`src/stq_geom_pkg.sv`:
```
/*
 * store-queue geometry.
 * widths and types for the footprint of a store or a load:
 * the line address, the bank mask and the byte mask inside a bank word.
 */

`default_nettype none

package stq_geom_pkg;

  ////////////////////
  // widths.
  ////////////////////

  localparam int ADDR_W = 12;
  localparam int BANK_W = 4;
  localparam int BYTE_W = 4;

  ////////////////////
  // footprint types.
  ////////////////////

  // line address of a store or a load.
  typedef logic [ADDR_W-1:0] addr_t;

  // one bit per bank touched, one or more bits set.
  typedef logic [BANK_W-1:0] bank_t;

  // bytes touched inside a bank word.
  typedef logic [BYTE_W-1:0] byte_t;

endpackage

`default_nettype wire

```
`src/stq_result_pkg.sv`:
```
/*
 * store-to-load forwarding result.
 * the answer returned by each check port of the store queue.
 */

`default_nettype none

package stq_result_pkg;

  // stall covers both a partial overlap and data not yet arrived.
  typedef enum logic [1:0] {
    FWD_MISS  = 2'd0,
    FWD_HIT   = 2'd1,
    FWD_STALL = 2'd2
  } fwd_result_e;

endpackage

`default_nettype wire
```
`src/stq_addr_cam.sv`:
```
/*
 * store-queue address CAM.
 * keeps the line address of every slot and compares both load-check
 * addresses against all of them in parallel.
 */

`timescale 1ns/1ps
`default_nettype none

module stq_addr_cam
  import stq_geom_pkg::*;
#(
  parameter int ENTRIES = 8
) (
  input  logic               clk,
  input  logic               rst,
  input  logic [ENTRIES-1:0] wrt_en,
  input  addr_t              st_addr,
  input  addr_t              chk0_addr,
  input  addr_t              chk1_addr,
  output logic [ENTRIES-1:0] addr_hit0,
  output logic [ENTRIES-1:0] addr_hit1
);

  addr_t line_addr [ENTRIES];

  always_ff @(posedge clk) begin
    if (rst) begin
      for (int i = 0; i < ENTRIES; i++) begin
        line_addr[i] <= '0;
      end
    end else begin
      for (int i = 0; i < ENTRIES; i++) begin
        if (wrt_en[i]) begin
          line_addr[i] <= st_addr;
        end
      end
    end
  end

  // compare lines, the slot flags qualify them.
  always_comb begin
    for (int i = 0; i < ENTRIES; i++) begin
      addr_hit0[i] = (line_addr[i] == chk0_addr);
      addr_hit1[i] = (line_addr[i] == chk1_addr);
    end
  end

endmodule

`default_nettype wire

```
`src/stq_alloc.sv`:
```
/*
 * store-queue allocator.
 * ring pointers for allocate (tail), commit (cmt) and drain (head),
 * with occupancy counts, turning the control pulses into per-slot strobes.
 */

`timescale 1ns/1ps
`default_nettype none

module stq_alloc #(
  parameter int ENTRIES = 8
) (
  input  logic                       clk,
  input  logic                       rst,
  input  logic                       st_en,
  input  logic                       commit_en,
  input  logic                       drain_en,
  input  logic                       excpt,
  input  logic [ENTRIES-1:0]         free,
  input  logic [ENTRIES-1:0]         passe,
  output logic [ENTRIES-1:0]         wrt_en,
  output logic [ENTRIES-1:0]         commit_set,
  output logic [ENTRIES-1:0]         free_set,
  output logic                       flush,
  output logic [$clog2(ENTRIES)-1:0] tail,
  output logic                       st_full
);

  localparam int IDX_W = $clog2(ENTRIES);
  localparam int CNT_W = IDX_W + 1;

  logic [IDX_W-1:0] cmt;
  logic [IDX_W-1:0] head;
  // occupied slots, and the committed ones among them.
  logic [CNT_W-1:0] cnt_occ;
  logic [CNT_W-1:0] cnt_cmt;
  logic             do_wrt;
  logic             do_cmt;
  logic             do_drn;

  assign st_full = (cnt_occ == CNT_W'(ENTRIES));
  assign flush   = excpt;

  // the flush wins over a same-cycle allocate or commit.
  assign do_wrt = st_en && !st_full && !excpt;
  assign do_cmt = commit_en && (cnt_occ != cnt_cmt) && !excpt;
  assign do_drn = drain_en && !free[head] && passe[head];

  assign wrt_en     = do_wrt ? (ENTRIES'(1) << tail) : '0;
  assign commit_set = do_cmt ? (ENTRIES'(1) << cmt)  : '0;
  assign free_set   = do_drn ? (ENTRIES'(1) << head) : '0;

  ////////////////////
  // pointers and counts.
  ////////////////////

  always_ff @(posedge clk) begin
    if (rst) begin
      tail    <= '0;
      cmt     <= '0;
      head    <= '0;
      cnt_occ <= '0;
      cnt_cmt <= '0;
    end else begin
      head    <= head + IDX_W'(do_drn);
      cnt_cmt <= cnt_cmt + CNT_W'(do_cmt) - CNT_W'(do_drn);
      if (excpt) begin
        // only committed stores survive.
        tail    <= cmt;
        cnt_occ <= cnt_cmt - CNT_W'(do_drn);
      end else begin
        tail    <= tail + IDX_W'(do_wrt);
        cmt     <= cmt + IDX_W'(do_cmt);
        cnt_occ <= cnt_occ + CNT_W'(do_wrt) - CNT_W'(do_drn);
      end
    end
  end

endmodule

`default_nettype wire

```
`src/stq_entry.sv`:
```
/*
 * store-queue slot.
 * holds the bank and byte masks of one in-flight store with its
 * free, data-ready and committed flags, and flags a full match or a
 * partial overlap for each of the two load-check ports.
 */

`timescale 1ns/1ps
`default_nettype none

module stq_entry
  import stq_geom_pkg::*;
#(
  parameter int ENTRIES = 8,
  parameter int IDX     = 0
) (
  input  logic                       clk,
  input  logic                       rst,
  input  logic                       wrt_en,
  input  bank_t                      banks,
  input  byte_t                      bytes,
  input  logic                       data_en,
  input  logic [$clog2(ENTRIES)-1:0] data_idx,
  input  logic                       commit_set,
  input  logic                       free_set,
  input  logic                       flush,
  input  logic                       addr_hit0,
  input  logic                       addr_hit1,
  input  logic                       chk0_en,
  input  bank_t                      chk0_banks,
  input  byte_t                      chk0_bytes,
  input  logic                       chk1_en,
  input  bank_t                      chk1_banks,
  input  byte_t                      chk1_bytes,
  output logic                       match0,
  output logic                       partial0,
  output logic                       match1,
  output logic                       partial1,
  output logic                       free,
  output logic                       passe
);

  localparam int IDX_W = $clog2(ENTRIES);

  bank_t banks_r;
  byte_t bytes_r;
  logic  upd;
  logic  data_hit;
  logic  live;
  logic  overlap0;
  logic  overlap1;
  logic  covered0;
  logic  covered1;

  assign data_hit = data_en && (data_idx == IDX_W'(IDX));

  // only occupied, uncommitted stores answer a check.
  assign live = !free && !passe;

  assign overlap0 = chk0_en && live && addr_hit0 && ((chk0_banks & banks_r) != '0);
  assign overlap1 = chk1_en && live && addr_hit1 && ((chk1_banks & banks_r) != '0);

  // load bytes must lie inside the store bytes.
  assign covered0 = (chk0_bytes & ~bytes_r) == '0;
  assign covered1 = (chk1_bytes & ~bytes_r) == '0;

  assign match0   = overlap0 && upd && covered0;
  assign partial0 = overlap0 && (!upd || !covered0);
  assign match1   = overlap1 && upd && covered1;
  assign partial1 = overlap1 && (!upd || !covered1);

  always_ff @(posedge clk) begin
    if (wrt_en) begin
      banks_r <= banks;
      bytes_r <= bytes;
    end
  end

  ////////////////////
  // status flags, later updates take precedence.
  ////////////////////

  always_ff @(posedge clk) begin
    if (rst) begin
      free  <= 1'b1;
      upd   <= 1'b0;
      passe <= 1'b0;
    end else begin
      if (wrt_en) begin
        free  <= 1'b0;
        upd   <= 1'b0;
        passe <= 1'b0;
      end
      if (data_hit) begin
        upd <= 1'b1;
      end
      if (commit_set) begin
        passe <= 1'b1;
      end
      if (free_set) begin
        free  <= 1'b1;
        passe <= 1'b0;
      end
      // an exception drops every store that has not committed.
      if (flush && live) begin
        free <= 1'b1;
      end
    end
  end

endmodule

`default_nettype wire

```
`src/stq_fwd_select.sv`:
```
/*
 * forwarding selector.
 * per check port, reports a stall on any partial overlap, else the
 * youngest matching slot in ring order, else a miss, one clock later.
 */

`timescale 1ns/1ps
`default_nettype none

module stq_fwd_select
  import stq_result_pkg::*;
#(
  parameter int ENTRIES = 8
) (
  input  logic                       clk,
  input  logic                       rst,
  input  logic [$clog2(ENTRIES)-1:0] tail,
  input  logic                       chk0_en,
  input  logic                       chk1_en,
  input  logic [ENTRIES-1:0]         match0,
  input  logic [ENTRIES-1:0]         partial0,
  input  logic [ENTRIES-1:0]         match1,
  input  logic [ENTRIES-1:0]         partial1,
  output logic                       chk0_valid,
  output logic                       chk1_valid,
  output fwd_result_e                chk0_result,
  output fwd_result_e                chk1_result,
  output logic [$clog2(ENTRIES)-1:0] chk0_idx,
  output logic [$clog2(ENTRIES)-1:0] chk1_idx
);

  localparam int IDX_W = $clog2(ENTRIES);

  fwd_result_e      res0;
  fwd_result_e      res1;
  logic [IDX_W-1:0] idx0;
  logic [IDX_W-1:0] idx1;

  // walks back from tail-1; the closest hit to tail is the youngest.
  function automatic logic [IDX_W-1:0] youngest(input logic [ENTRIES-1:0] hits,
                                                input logic [IDX_W-1:0]   ptr);
    logic [IDX_W-1:0] pos;
    logic [IDX_W-1:0] sel;
    sel = '0;
    for (int k = ENTRIES; k >= 1; k--) begin
      pos = ptr - IDX_W'(k);
      if (hits[pos]) begin
        sel = pos;
      end
    end
    return sel;
  endfunction

  function automatic fwd_result_e classify(input logic [ENTRIES-1:0] hits,
                                           input logic [ENTRIES-1:0] parts);
    fwd_result_e res;
    res = FWD_MISS;
    if (|parts) begin
      res = FWD_STALL;
    end else if (|hits) begin
      res = FWD_HIT;
    end
    return res;
  endfunction

  assign res0 = classify(match0, partial0);
  assign res1 = classify(match1, partial1);
  assign idx0 = (res0 == FWD_HIT) ? youngest(match0, tail) : '0;
  assign idx1 = (res1 == FWD_HIT) ? youngest(match1, tail) : '0;

  ////////////////////
  // result registers.
  ////////////////////

  always_ff @(posedge clk) begin
    if (rst) begin
      chk0_valid <= 1'b0;
      chk1_valid <= 1'b0;
    end else begin
      chk0_valid <= chk0_en;
      chk1_valid <= chk1_en;
    end
  end

  always_ff @(posedge clk) begin
    if (chk0_en) begin
      chk0_result <= res0;
      chk0_idx    <= idx0;
    end
    if (chk1_en) begin
      chk1_result <= res1;
      chk1_idx    <= idx1;
    end
  end

endmodule

`default_nettype wire

```
`src/stq_fwd_top.sv`:
```
/*
 * store-queue forwarding checker.
 * ring of in-flight stores with two independent load-check ports that
 * answer hit, stall or miss one clock after the request.
 */

`timescale 1ns/1ps
`default_nettype none

module stq_fwd_top
  import stq_geom_pkg::*;
  import stq_result_pkg::*;
#(
  parameter int ENTRIES = 8
) (
  input  logic                       clk,
  input  logic                       rst,
  input  logic                       st_en,
  input  addr_t                      st_addr,
  input  bank_t                      st_banks,
  input  byte_t                      st_bytes,
  output logic [$clog2(ENTRIES)-1:0] st_idx,
  output logic                       st_full,
  input  logic                       data_en,
  input  logic [$clog2(ENTRIES)-1:0] data_idx,
  input  logic                       commit_en,
  input  logic                       drain_en,
  input  logic                       excpt,
  input  logic                       chk0_en,
  input  addr_t                      chk0_addr,
  input  bank_t                      chk0_banks,
  input  byte_t                      chk0_bytes,
  output logic                       chk0_valid,
  output fwd_result_e                chk0_result,
  output logic [$clog2(ENTRIES)-1:0] chk0_idx,
  input  logic                       chk1_en,
  input  addr_t                      chk1_addr,
  input  bank_t                      chk1_banks,
  input  byte_t                      chk1_bytes,
  output logic                       chk1_valid,
  output fwd_result_e                chk1_result,
  output logic [$clog2(ENTRIES)-1:0] chk1_idx
);

  localparam int IDX_W = $clog2(ENTRIES);

  logic [ENTRIES-1:0] wrt_en;
  logic [ENTRIES-1:0] commit_set;
  logic [ENTRIES-1:0] free_set;
  logic [ENTRIES-1:0] free;
  logic [ENTRIES-1:0] passe;
  logic [ENTRIES-1:0] addr_hit0;
  logic [ENTRIES-1:0] addr_hit1;
  logic [ENTRIES-1:0] match0;
  logic [ENTRIES-1:0] partial0;
  logic [ENTRIES-1:0] match1;
  logic [ENTRIES-1:0] partial1;
  logic               flush;
  logic [IDX_W-1:0]   tail;

  // the next store goes to the allocation pointer.
  assign st_idx = tail;

  stq_alloc #(.ENTRIES(ENTRIES)) alloc0 (
    .clk(clk), .rst(rst),
    .st_en(st_en), .commit_en(commit_en), .drain_en(drain_en), .excpt(excpt),
    .free(free), .passe(passe),
    .wrt_en(wrt_en), .commit_set(commit_set), .free_set(free_set),
    .flush(flush), .tail(tail), .st_full(st_full)
  );

  stq_addr_cam #(.ENTRIES(ENTRIES)) cam0 (
    .clk(clk), .rst(rst), .wrt_en(wrt_en), .st_addr(st_addr),
    .chk0_addr(chk0_addr), .chk1_addr(chk1_addr),
    .addr_hit0(addr_hit0), .addr_hit1(addr_hit1)
  );

  for (genvar t = 0; t < ENTRIES; t++) begin : g_entry
    stq_entry #(.ENTRIES(ENTRIES), .IDX(t)) entry0 (
      .clk(clk), .rst(rst),
      .wrt_en(wrt_en[t]), .banks(st_banks), .bytes(st_bytes),
      .data_en(data_en), .data_idx(data_idx),
      .commit_set(commit_set[t]), .free_set(free_set[t]), .flush(flush),
      .addr_hit0(addr_hit0[t]), .addr_hit1(addr_hit1[t]),
      .chk0_en(chk0_en), .chk0_banks(chk0_banks), .chk0_bytes(chk0_bytes),
      .chk1_en(chk1_en), .chk1_banks(chk1_banks), .chk1_bytes(chk1_bytes),
      .match0(match0[t]), .partial0(partial0[t]),
      .match1(match1[t]), .partial1(partial1[t]),
      .free(free[t]), .passe(passe[t])
    );
  end

  stq_fwd_select #(.ENTRIES(ENTRIES)) sel0 (
    .clk(clk), .rst(rst), .tail(tail),
    .chk0_en(chk0_en), .chk1_en(chk1_en),
    .match0(match0), .partial0(partial0),
    .match1(match1), .partial1(partial1),
    .chk0_valid(chk0_valid), .chk1_valid(chk1_valid),
    .chk0_result(chk0_result), .chk1_result(chk1_result),
    .chk0_idx(chk0_idx), .chk1_idx(chk1_idx)
  );

endmodule

`default_nettype wire

```
`config.mk`:
```
export PLATFORM = sky130hd
export DESIGN_NAME = stq_fwd_top
export DESIGN_NICKNAME = d
export VERILOG_FILES = /design/src/stq_geom_pkg.sv /design/src/stq_result_pkg.sv /design/src/stq_addr_cam.sv /design/src/stq_alloc.sv /design/src/stq_entry.sv /design/src/stq_fwd_select.sv /design/src/stq_fwd_top.sv
export SDC_FILE = /design/constraint.sdc
export NUM_CORES = 1
export LEC_CHECK = 0
export ABC_AREA = 0
export BUFFER_PORTS_ARGS = -buffer_cell sky130_fd_sc_hd__buf_2
export CAP_MARGIN = 20
export CORE_MARGIN = 2
export CORE_UTILIZATION = 64
export CTS_CLUSTER_SIZE = 24
export DETAILED_ROUTE_END_ITERATION = 6
export PLACE_DENSITY = 0.86
export SLEW_MARGIN = 15
export SYNTH_ARGS = -nofsm -noshare
export SYNTH_HDL_FRONTEND = slang
export SYNTH_SLANG_ARGS = --single-unit
```
`constraint.sdc`:
```
create_clock -name clk -period 11.05 [get_ports clk]
set_clock_uncertainty 0.05 [all_clocks]
set_input_delay 1.6575 -clock clk [delete_from_list [all_inputs] [get_ports clk]]
set_output_delay 1.6575 -clock clk [all_outputs]
set_load 0.005 [all_outputs]
```
# == Yosys cells after proc, flatten, opt, wreduce, memory -nomap -nowiden ==
# Memory sizes are Yosys's and may differ from the RTL's.
# Cells that the tools add are included.
# classes
order_cmp,9
add_sub_neg,15
n_bitwise,48
n_eq_ne,27
shift,3
n_reduce_logical,254
mux,119
# op_table
operator,count
12-bit == test,16
4-bit AND,32
1-bit logical AND,126
12-bit two-way mux,8
1-bit two-way mux,70
4-bit zero test,16
4-bit nonzero test,16
1-bit binary-select mux with 3-bit select,18
3-bit two-way mux,17
1-bit zero test,43
3-bit by 4-bit less-than comparator with 1-bit output (second input constant),9
4-bit inverter,8
2-bit nonzero test,16
8-bit OR reduction,4
8-bit two-way mux,3
3-bit OR reduction,8
1-bit by 3-bit left shift with 8-bit output (first input constant),3
1-bit logical OR,16
2-bit OR reduction,8
3-bit == test (second input constant),4
3-bit subtractor (second input constant),4
4-bit by 1-bit subtractor with 4-bit output,3
3-bit by 1-bit adder with 3-bit output,3
4-bit by 1-bit adder with 4-bit output,2
11 further kinds,22
# word_totals
wordCells,527
ramBits,96
reg_bits,117
inputBits,72
out_inout_bits,16
mem_count,1
# memory_table
name,words,width,read_ports,rd_clocked_by_memory_dff,wr,line_no,rtl
cam0.line_addr,8,12,8,0,8,stq_addr_cam.sv:25,addr_t line_addr [ENTRIES];

# == Depth between registers and ports, before layout ==
# Gate-level depths: netlist of run 1.
# depth
depth_word,17
mapped_depth,15

# == Cells and area by module ==
# From an unflattened synthesis of run 1, not the netlist that was laid out.
# unflattened
hier_cells,1157
area_unflattened_um2,13237.7
# modules_own_cells
module,instances,area_per_inst_um2,cells_per_inst
stq_addr_cam,1,5970.7,476
stq_fwd_select,1,1989.4,212
stq_entry at g_entry[0].entry0 ...,4,485.5,37
stq_alloc,1,1395.1,173
stq_entry at g_entry[1].entry0 ...,2,486.7,37
stq_entry at g_entry[4].entry0,1,484.2,37
stq_entry at g_entry[7].entry0,1,483.0,37

# == Least setup slack after synthesis of run 1 ==
# No wires, ideal clock.
# synth_timing
path_kind,input -> register
start,in chk1_addr[2]
end,reg sel0.chk1_idx[1] (data pin)
setup_ps,261
path_stages,10
arrival_time_ps,3964
setup_slack_ps,6776
path_buffers,1
t_required_ps,10739
cell_sequence,buf_2 -> xnor2_1 -> o2111ai_1 -> or4_1 -> o32ai_1 -> mux2i_1 -> mux2_2 -> nand4_1 -> a211oi_1 -> o311a_1
# synth_between
elab_chain_cells,15
word_cells_on_any_way,77
cone_classes,eq/ne (9); mux (26); reduce/logical (42)
# synth_rtl
item,line_no,rtl
"start, declared",stq_fwd_top.sv:37,"input addr_t chk1_addr,"
12-bit == test,stq_addr_cam.sv:45,addr_hit1[i] = (line_addr[i] == chk1_addr);
1-bit logical AND (2 in a row),stq_entry.sv:61,assign overlap1 = chk1_en && live && addr_hit1 && ((chk1_banks & banks_r) != '0);
1-bit logical AND (2 in a row),stq_entry.sv:69,assign match1 = overlap1 && upd && covered1;
1-bit binary-select mux with 3-bit select,stq_fwd_select.sv:47,if (hits[pos]) begin
1-bit two-way mux (implied by the code),stq_fwd_select.sv:47,
3-bit two-way mux (8 in a row),stq_fwd_select.sv:47,
"end signal, assigned",stq_fwd_select.sv:92,chk1_idx <= idx1;
"end, declared",stq_fwd_select.sv:29,output logic [$clog2(ENTRIES)-1:0] chk1_idx
# Parallel ways exist; a longest one is shown, timed or not. The select of a mux whose other input is x is not followed.
# A chain may end at the register's enable or synchronous reset.

# == Worst setup path after layout of run 1 ==
# layout_timing
start,in chk0_en
end,reg sel0.chk0_idx[1] (data pin)
# layout_between
elab_chain_cells,15
word_cells_on_any_way,77
cone_classes,eq/ne (1); mux (26); reduce/logical (50)
# layout_rtl
item,line_no,rtl
"start, declared",stq_fwd_top.sv:29,"input logic chk0_en,"
1-bit logical AND (3 in a row),stq_entry.sv:60,assign overlap0 = chk0_en && live && addr_hit0 && ((chk0_banks & banks_r) != '0);
1-bit logical AND (2 in a row),stq_entry.sv:67,assign match0 = overlap0 && upd && covered0;
1-bit binary-select mux with 3-bit select,stq_fwd_select.sv:47,
1-bit two-way mux (implied by the code),stq_fwd_select.sv:47,
3-bit two-way mux (8 in a row),stq_fwd_select.sv:47,
"end signal, assigned",stq_fwd_select.sv:88,chk0_idx <= idx0;
"end, declared",stq_fwd_select.sv:28,"output logic [$clog2(ENTRIES)-1:0] chk0_idx,"
# Parallel ways exist; a longest one is shown, timed or not. The select of a mux whose other input is x is not followed.

==> impl_metrics.json, run 1 <==
{
  "syn_area_sq_mm": 0.0136,
  "yosysWarnings": 0,
  "async_flop_share_pct": 0,
  "grt_pass1_wl_microns": 67500,
  "numClockSinks": 213,
  "die_area_sq_mm": 0.0225,
  "die_w_microns": 150,
  "clk_pin_slew_ps": 70,
  "hold_class": "reg2reg",
  "min-delay-start": "g_entry[5].entry0.upd",
  "rows": 53,
  "maxCapViolations": 0,
  "worst_pin_slew_ps": 1040,
  "cp.required_ps": 11400,
  "synthFlopType": "edfxtp_1",
  "rrSetupSlack_ps": 7010,
  "antenna_left": 0,
  "synth_seq_cells": 213,
  "track_usage_pct": 41.0,
  "holdPathEnd": "g_entry[5].entry0.upd",
  "ioPinCount": 88,
  "finalCriticalPeriod_ps": 4720,
  "status": "finished, final reports clean",
  "cts_tree": "done",
  "crit_start": "chk0_en",
  "drv_slew": 0,
  "cts.path.max_buffers": 3,
  "design_area_sq_mm": 0.0150,
  "root_buffer": "clkbuf_16",
  "max_stage_delay_ps": 690,
  "netlist_instances": 1360,
  "nFillCells": 1592,
  "routedWlPerCell_microns": 26.8,
  "hpwl_microns": 33700,
  "area_growth_syn_to_layout_pct": 10.1,
  "ys_seq_area_share_pct": 43.7,
  "fin_crit_sh_pct": 42.7,
  "dpl_cell_area_sq_mm": 0.0142,
  "grt_setup_unrepaired": "false",
  "globalRouteOverflowTotal": 0,
  "tns_ps": 0,
  "startpoint_type": "primary input",
  "cts_setup_buffers": 0,
  "end_kind": "flip-flop",
  "numPortBuffers": 87,
  "setup_violations": 0,
  "cp_slowest_cell": "o32ai_1",
  "arrival_ps": 5070,
  "die_h_microns": 150,
  "crit_fanout": 14,
  "synth.distinct_cells": 76,
  "syn-num-nets": 1458,
  "antenna_found_initial": 0,
  "grt_start_max_net_pins": 52,
  "finalWirelength_microns": 45700,
  "powerDensity_mw_per_mm2": 139,
  "max-vdd-ir-drop_uv": 135,
  "worstPathCellList": "buf_2, or3b_1, nor4_1, nand4_1, o32ai_1, o22ai_1, nor2_1, a21boi_0, o2111ai_1, o221a_1",
  "place_congestion": 1.08,
  "synth.avg_cell_area_sq_um": 10.0,
  "post-route-util_pct": 71.7,
  "vias": 11688,
  "clock.fmax_mhz": 212,
  "antenna_cells": 0,
  "nets": 1510,
  "cts_made_buffers": 24,
  "synth-edff-count": 170,
  "reg2regPathDepth": 9,
  "drive_gt1_share_pct": 11.8,
  "r2r_start": "alloc0.tail[0]",
  "via_per_inst": 6.86,
  "fp.coreArea_sq_mm": 0.0210,
  "grt_pass1_vias": 11242,
  "hold_depth": 2,
  "dr.pass1.iters": 7,
  "drtIter0Drc": 1681,
  "postCtsHoldBufs": 0,
  "worstReg2RegEnd": "sel0.chk0_idx[1]",
  "slew_headroom_pct": 28.7,
  "hold_viol": 0,
  "start_util_pct": 65.1,
  "worstSetupPathType": "in2reg",
  "clk_latency_ps": 550,
  "h-tree-depth": 1,
  "drc": 0,
  "p_leak_nw": 5.65,
  "cts_resized": 0
}
Yosys cell counts, types with 22 or more instances:
cell	number	area share [%]
xor2_1	187	12
a22oi_1	39	2.1
nor3_1	40	1.5
nor2b_1	61	2.8
buf_2	25	0.92
dfxtp_1	43	6.3
inv_1	66	1.8
nor4_1	62	2.8
a21oi_1	37	1.4
clkbuf_1	32	0.88
xnor2_1	22	1.4
nand2b_1	31	1.4
ha_1	24	2.2
edfxtp_1	170	37
nand3_1	32	1.2
nand4_1	28	1.3
a211oi_1	31	1.7
nor2_1	124	3.4
nand2_1	72	2.0
area by class of cell:
cell class | count | area, sq um | area share [%]
Tap cell | 275 | 344 | 2.29
Inverter | 68 | 255 | 1.70
Sequential cell | 213 | 5970 | 39.7
Clock buffer | 26 | 608 | 4.05
Timing Repair Buffer | 95 | 495 | 3.30
Clock inverter | 17 | 240 | 1.60
Multi-Input combinational cell | 1010 | 7120 | 47.4
worst max-delay path, delay by kind of cell:
family / cells / cell delay [ps]
AOI/OAI and AO/OA: 5 / 1620
and+or+nand+nor: 4 / 1490
buffers and inverters: 1 / 290
worst max-delay path by stage:
stage          cells after the start  slack [ps]               end
2_1_floorplan                     10        6780  sel0.chk1_idx[1]
3_3_place_gp                      10        6070  sel0.chk1_idx[1]
3_5_place_dp                      10        6000  sel0.chk1_idx[1]
4_1_cts                           10        6520  sel0.chk0_idx[0]
5_1_grt                           10        6190  sel0.chk1_idx[2]
6_report                          10        6330  sel0.chk0_idx[1]
layout by cell type, fill, tap and decap left out, types with 5 or more instances in the layout:
cell type and count:
a2111oi_0 7, a211oi_1 31, a21oi_1 37, a221oi_1 5, a22o_1 8, a22oi_1 39, a31oi_1 5, buf_2 87
buf_4 8, bufinv_16 5, clkbuf_16 24, clkinv_1 5, dfxtp_1 43, edfxtp_1 170, ha_1 24, inv_1 66
mux2_2 8, mux2i_1 21, mux4_2 9, nand2_1 72, nand2b_1 31, nand3_1 32, nand4_1 28, nor2_1 124
nor2b_1 61, nor3_1 40, nor3b_1 10, nor4_1 62, o21ai_0 18, o221ai_1 6, o22ai_1 11, o32ai_1 15
or3_1 5, or3b_1 8, or3b_2 5, xnor2_1 22, xor2_1 187
report_power, final:
group	internal, mW	total, mW	leakage [nW]	switching, mW
Sequential	0.902	0.934	2.01	0.0322
Combinational	0.104	0.304	3.23	0.200
Clock	0.518	0.858	0.411	0.340
Total	1.52	2.10	5.65	0.572
flip-flops by register name, indices dropped and copies added (netlist names), 4 cells and up:
name and cells:
cam0.line_addr 96, g_entry.entry0.banks_r 32, g_entry.entry0.bytes_r 32, g_entry.entry0.free 8, g_entry.entry0.passe 8, g_entry.entry0.upd 8, alloc0.cnt_cmt 4, alloc0.cnt_occ 4
per-stage QoR:
step	cells	hold WS, ps	total power [mW]	setup slack (ps)
floorplan	1360	420	1.14	6780
global placement	1661	460	1.23	6070
detailed placement	1661	458	1.24	6000
CTS	1704	468	2.09	6520
global route	1704	486	2.15	6190
finish	1704	472	2.10	6330
cell families after synthesis:
logic type / count (synthesis) / synth area share [%]
adder cells (fa/ha/maj): 26 / 2.49
buffers and inverters: 137 / 4.14
AO/OA/AOI/OAI: 236 / 13.2
XOR/XNOR: 209 / 13.4
multiplexers: 39 / 3.88
flip-flops: 213 / 43.7
AND/OR/NAND/NOR: 500 / 19.2
routing by layer:
| metal | global-route usage (%) | part of all wire, % | up-vias | wire [microns] |
|---|---|---|---|---|
| li1 | - | - | 5140 | - |
| met1 | 53.4 | 37 | 5557 | 16800 |
| met2 | 63.6 | 44 | 805 | 20300 |
| met3 | 7.26 | 11 | 186 | 5050 |
| met4 | 25.8 | 7.9 | 0 | 3600 |
| met5 | 0 | 0 | - | 0 |
(Power assumes the default switching activity.)
==> run 2, diff against run 1 <==
- ABC_AREA: 0 -> 1
- CORE_UTILIZATION: 64 -> 62
- PLACE_DENSITY: 0.86 -> 0.83
- clock period: 11.05 -> 4.8 ns (I/O delays scaled with it)
==> run 2 against run 1 <==
  * The flow now finishes with violations (design-rule violations)
  * Sequential power is 130% higher
  * Routed wire length is 5.1% higher
  * Setup slack worse by 5100 ps
  * Final cell count is 35% higher
  * Count of clock-buffer cells in the layout is 3 higher
  * Register-to-register slack worse by 5800 ps
  * First-iteration DRC count is 0.83% higher
  * Total power is 140% higher
  * Critical path type is now reg2reg
  * Largest cell class unchanged
  * Largest power group unchanged
  * Highest routed layer unchanged
==> impl_metrics.json, run 2 <==
{
  "yosysTopAreaCellShare_pct": 36.6,
  "path_common_cell": "nand2_1",
  "dr.pass1.iters": 7,
  "synthMostInstantiatedCell": "nand2_1",
  "dr.max_layer_used": "met4",
  "yosysWarnings": 0,
  "pwr-share-clk_pct": 40.3,
  "clk_latency_ps": 540,
  "ys_seq_area_share_pct": 42.8,
  "setup_violations": 0,
  "via_per_inst": 5.96,
  "routedWlPerCell_microns": 20.9,
  "numClockSinks": 213,
  "grt_start_max_net_pins": 36,
  "clock.fmax_mhz": 282,
  "holdPathEnd": "g_entry[4].entry0.banks_r[3]",
  "rrSetupSlack_ps": 1250,
  "track_usage_pct": 40.7,
  "max-vdd-ir-drop_uv": 351,
  "netlist_instances": 1944,
  "netSwitchingPower_mw": 1.40,
  "cts.path.max_buffers": 3,
  "die_area_sq_mm": 0.0237,
  "end_kind": "flip-flop",
  "drc": 5,
  "synth.distinct_cells": 44,
  "h-tree-depth": 1,
  "start_util_pct": 63.5,
  "wl_met2_microns": 20200,
  "rows": 54,
  "cts_tree": "done",
  "vias": 13690,
  "hold_viol": 0,
  "met1_length_microns": 17300,
  "reg2regPathDepth": 14,
  "wl_met3_microns": 7000,
  "cellInternalPower_mw": 3.53,
  "ys_top_cells_by_count": "703 x nand2_1, 255 x nor2_1, 204 x inv_1, 170 x edfxtp_1, 99 x nand3_1",
  "final_cell_mix": "703 x nand2_1, 255 x nor2_1, 204 x inv_1, 170 x edfxtp_1, 99 x nand3_1",
  "top_regs": "cam0.line_addr x96, g_entry.entry0.banks_r x32, g_entry.entry0.bytes_r x32",
  "globalRouteOverflowTotal": 0,
  "antenna_cells": 0,
  "maxCapViolations": 0,
  "antenna_left": 0,
  "r2r_start": "alloc0.tail[0]",
  "finalCriticalPeriod_ps": 3550,
  "post-synth-top-area-cell": "edfxtp_1",
  "synth-edff-count": 170,
  "hold_depth": 1,
  "arrival_ps": 3800,
  "sw_frac_of_total_pct": 28.5,
  "die_w_microns": 154,
  "regMostFlops": "cam0.line_addr",
  "p_comb_share_pct": 16.1,
  "seqPwrFrac_pct": 43.6,
  "max_stage_delay_ps": 800,
  "violations": "design-rule violations",
  "cts_resized": 0,
  "finalWirelength_microns": 48000,
  "hold_class": "in2reg",
  "place_congestion": 1.05,
  "worstReg2RegEnd": "sel0.chk1_idx[2]",
  "crit_fanout": 35,
  "numPortBuffers": 87,
  "drive_gt1_share_pct": 10.1,
  "cp_slowest_cell": "ha_1",
  "syn_area_sq_mm": 0.0140,
  "synth_area_leaders": "edfxtp_1 37%, nand2_1 19%, nor2_1 6.9%, dfxtp_1 6.2%, inv_1 5.5%",
  "synth_seq_cells": 213,
  "ioPinCount": 88,
  "nets": 2097,
  "largest_reg_flops": 96,
  "critPathTopFamily": "buffers and inverters",
  "p_leak_nw": 6.96,
  "tns_ps": 0,
  "cts_setup_buffers": 0,
  "cts_made_buffers": 23,
  "final_common_cell": "nand2_1",
  "root_buffer": "clkbuf_16",
  "worstSetupPathType": "reg2reg",
  "synthFlopType": "edfxtp_1",
  "fin_crit_sh_pct": 74.0,
  "min-delay-start": "st_banks[3]",
  "drtIter0Drc": 1695,
  "grt_pass1_vias": 12836,
  "p_total_mw": 4.93,
  "die_h_microns": 154,
  "fp.coreArea_sq_mm": 0.0220,
  "powerDensity_mw_per_mm2": 323,
  "async_flop_share_pct": 0,
  "cp.required_ps": 5040,
  "hpwl_microns": 35000,
  "nFillCells": 1833,
  "worst_pin_slew_ps": 1030,
  "drv_slew": 0,
  "postCtsHoldBufs": 0,
  "syn-num-nets": 2042,
  "slew_headroom_pct": 30.8,
  "status": "finished with violations",
  "antenna_found_initial": 0,
  "area_growth_syn_to_layout_pct": 9.60,
  "worstPathCellList": "buf_4, inv_1, ha_1, inv_1, nand2_1, nand2_1, nand2_1, nand2_1, o21ai_1, nand2_1, nand2_1, nand2_1, a21oi_1, nor2_1",
  "grt_pass1_wl_microns": 72900,
  "synth.avg_cell_area_sq_um": 7.18,
  "startpoint_type": "flip-flop",
  "cp.buffers_inverters": 3,
  "clk_pin_slew_ps": 60,
  "grt_setup_unrepaired": "false"
}
run 2: cell type report:
| type | instances | area, sq um | share of cell area, % |
|---|---|---|---|
| Multi-Input combinational cell | 1438 | 6770 | 44.3 |
| Sequential cell | 213 | 5970 | 39.0 |
| Inverter | 230 | 876 | 5.73 |
| Clock buffer | 29 | 628 | 4.11 |
| Timing Repair Buffer | 93 | 480 | 3.14 |
| Tap cell | 280 | 350 | 2.29 |
| Clock inverter | 13 | 215 | 1.41 |
run 2: power groups by stage:
| stage | clock network (mW) | registers (mW) | logic [mW] |
|---|---|---|---|
| after floorplan | 0 | 2.17 | 0.533 |
| after global placement | 0 | 2.18 | 0.739 |
| after detailed placement | 0 | 2.19 | 0.758 |
| after CTS | 1.98 | 2.15 | 0.768 |
| after global routing | 2.05 | 2.16 | 0.869 |
| final | 1.98 | 2.15 | 0.795 |
run 2: logic make-up after synthesis:
| family | Yosys count | synth area share, % |
|---|---|---|
| compound gates | 164 | 6.61 |
| xor+xnor | 74 | 4.65 |
| fa+ha+maj | 26 | 2.44 |
| buf+inv | 293 | 8.72 |
| flops | 213 | 42.8 |
| simple gates | 1174 | 34.8 |
run 2: layer usage:
metal  GRT usage, %  up-vias
met5              0        -
met4           22.7        0
met3           11.7      220
met2           62.5      947
met1           52.0     6169
li1               -     6354
run 2: how the worst max path moves through the flow:
stage,from,end,slack [ps],depth (start not counted)
after CTS,alloc0.tail[0],sel0.chk1_idx[2],1380,14
after floorplan,alloc0.tail[1],cam0.line_addr[0][0],1880,8
after global placement,excpt,cam0.line_addr[0][26],1360,8
final,alloc0.tail[0],sel0.chk1_idx[2],1250,14
after detailed placement,excpt,cam0.line_addr[0][26],1320,8
after global routing,alloc0.tail[0],sel0.chk0_idx[1],900,16
run 2: metrics by stage:
stage | util [%] | setup slack, ps | instance area [sq um] | instances | hold slack, ps
2_1_floorplan | - | 1880 | 14000 | 1944 | 405
3_3_place_gp | 65.8 | 1360 | 14400 | 2254 | 416
3_5_place_dp | 65.8 | 1320 | 14400 | 2254 | 424
4_1_cts | 69.6 | 1380 | 15300 | 2296 | 411
5_1_grt | 69.6 | 896 | 15300 | 2296 | 429
6_report | 69.6 | 1250 | 15300 | 2296 | 414
==> run 3, diff against run 2 <==
- clock period: 4.8 -> 3.45 ns (I/O delays scaled with it)
==> run 3 against run 2 <==
  * The flow now finishes without violations
  * Register-to-register slack lost 910 ps
  * Clock power is 31% higher
  * First-iteration DRC count increased by 18%
  * Final cell count is 1.0% higher
  * Highest routed layer is now met5
==> impl_metrics.json, run 3 (synthesized netlist as in run 2, its figures left out) <==
{
  "final_common_cell": "nand2_1",
  "final_cell_mix": "703 x nand2_1, 255 x nor2_1, 204 x inv_1, 170 x edfxtp_1, 99 x nand3_1",
  "pwr-share-clk_pct": 38.5,
  "worstReg2RegEnd": "alloc0.cnt_occ[3]",
  "setup_violations": 0,
  "dp.cells": 2276,
  "routedWlPerCell_microns": 22.0,
  "end_kind": "flip-flop",
  "nets": 2120,
  "critPathTopFamily": "compound AO/OA/AOI/OAI gates",
  "worst_pin_slew_ps": 873,
  "cts_setup_buffers": 0,
  "rrSetupSlack_ps": 340,
  "die_area_sq_mm": 0.0237,
  "cts.path.max_buffers": 3,
  "area_growth_syn_to_layout_pct": 10.5,
  "place_congestion": 1.09,
  "status": "finished, final reports clean",
  "max_stage_delay_ps": 500,
  "cp.buffers_inverters": 2,
  "grt_setup_unrepaired": "false",
  "crit_fanout": 11,
  "cts_made_buffers": 24,
  "grt_pass1_vias": 13378,
  "finalWirelength_microns": 51000,
  "setup_slack_ps": 338,
  "grt_pass1_wl_microns": 77100,
  "cts_tree": "done",
  "sw_frac_of_total_pct": 29.6,
  "cellInternalPower_mw": 4.77,
  "start_util_pct": 63.5,
  "powerDensity_mw_per_mm2": 439,
  "design_area_sq_mm": 0.0154,
  "antenna_found_initial": 1,
  "arrival_ps": 3530,
  "regMostFlops": "cam0.line_addr",
  "clk_pin_slew_ps": 60,
  "post-route-util_pct": 70.2,
  "rows": 54,
  "min-delay-start": "st_bytes[0]",
  "ioPinCount": 88,
  "hold_class": "in2reg",
  "largest_reg_flops": 96,
  "die_h_microns": 154,
  "track_usage_pct": 43.4,
  "p_leak_nw": 7.04,
  "dr.pass1.iters": 6,
  "hpwl_microns": 39000,
  "slew_headroom_pct": 41.6,
  "hold_depth": 1,
  "drc": 0,
  "cp_slowest_cell": "dfxtp_1",
  "cts_resized": 0,
  "seqPwrFrac_pct": 44.3,
  "grt_start_max_net_pins": 35,
  "p_comb_share_pct": 17.3,
  "numPortBuffers": 87,
  "worstSetupPathType": "reg2reg",
  "h-tree-depth": 1,
  "vias": 14077,
  "max-vdd-ir-drop_uv": 589,
  "holdWs_ps": 215,
  "globalRouteOverflowTotal": 0,
  "die_w_microns": 154,
  "dpl_cell_area_sq_mm": 0.0146,
  "r2r_start": "alloc0.head[2]",
  "dpl_worst_slack_ps": 421,
  "tns_ps": 0,
  "clk_latency_ps": 540,
  "drv_slew": 0,
  "finalCriticalPeriod_ps": 3110,
  "postCtsHoldBufs": 0,
  "fp.coreArea_sq_mm": 0.0220,
  "via_per_inst": 6.07,
  "top_regs": "cam0.line_addr x96, g_entry.entry0.banks_r x32, g_entry.entry0.bytes_r x32",
  "hold_viol": 0,
  "netSwitchingPower_mw": 2.00,
  "p_total_mw": 6.77,
  "startpoint_type": "flip-flop",
  "numClockSinks": 213,
  "drive_gt1_share_pct": 11.0,
  "worstPathCellList": "inv_1, o41ai_1, and2_1, ha_1, inv_1, ha_1, nand2_1, nor2_1, a211oi_1, xnor2_1, nand2_1, a21oi_1",
  "fin_cells": 2320,
  "maxCapViolations": 0,
  "clock.fmax_mhz": 321,
  "antenna_cells": 0,
  "nFillCells": 1755,
  "reg2regPathDepth": 12,
  "cp.required_ps": 3870,
  "holdPathEnd": "g_entry[4].entry0.bytes_r[0]",
  "root_buffer": "clkbuf_16",
  "antenna_left": 0,
  "drtIter0Drc": 2000,
  "fin_crit_sh_pct": 90.2
}
-- run 3: cell count changes in the layout (fill, tap and decap cells not counted), sizes merged --
cell / delta
bufinv: -2
buf: +22
clkinv: +4
clkinvlp: +2
inv: -2
-- run 3: worst reg2reg max path, stage by stage, from the launching register on --
cell,delay (ps)
dfxtp_1,500
inv_1,180
o41ai_1,410
and2_1,460
ha_1,290
inv_1,60
ha_1,280
nand2_1,60
nor2_1,40
a211oi_1,290
xnor2_1,200
nand2_1,90
a21oi_1,130
-- run 3: final cells by class --
class	instances	area, sq um	area share, %
clock inverters	15	184	1.19
inverters	230	876	5.68
repair buffers	115	646	4.19
well taps	280	350	2.27
multi-input cells	1438	6770	43.9
flip-flops and latches	213	5970	38.7
clock buffers	29	619	4.02
-- run 3: worst max path at each step --
stage	startpoint	endpoint	slack [ps]	depth (start not counted)
after global routing	alloc0.head[2]	alloc0.cnt_occ[3]	130	12
final	alloc0.head[2]	alloc0.cnt_occ[3]	340	12
after global placement	chk1_addr[5]	sel0.chk1_idx[1]	490	20
after detailed placement	excpt	cam0.line_addr[1][23]	420	8
after CTS	alloc0.head[2]	alloc0.cnt_occ[3]	380	12
after floorplan	alloc0.tail[1]	cam0.line_addr[0][0]	530	8
-- run 3: power by group through the flow --
stage / logic, mW / clock network, mW / registers [mW]
2_1_floorplan: 0.742 / 0 / 3.02
3_3_place_gp: 1.09 / 0 / 3.04
3_5_place_dp: 1.11 / 0 / 3.05
4_1_cts: 1.13 / 2.60 / 2.99
5_1_grt: 1.27 / 2.68 / 3.01
6_report: 1.17 / 2.60 / 3.00
-- run 3: routing by layer --
| metal | track usage (%) | vias to the layer above | wire, microns |
|---|---|---|---|
| li1 | - | 6390 | - |
| met1 | 54.6 | 6423 | 18000 |
| met2 | 68.3 | 1032 | 22400 |
| met3 | 11.5 | 230 | 7040 |
| met4 | 24.4 | 2 | 3500 |
| met5 | 0.621 | - | 11 |
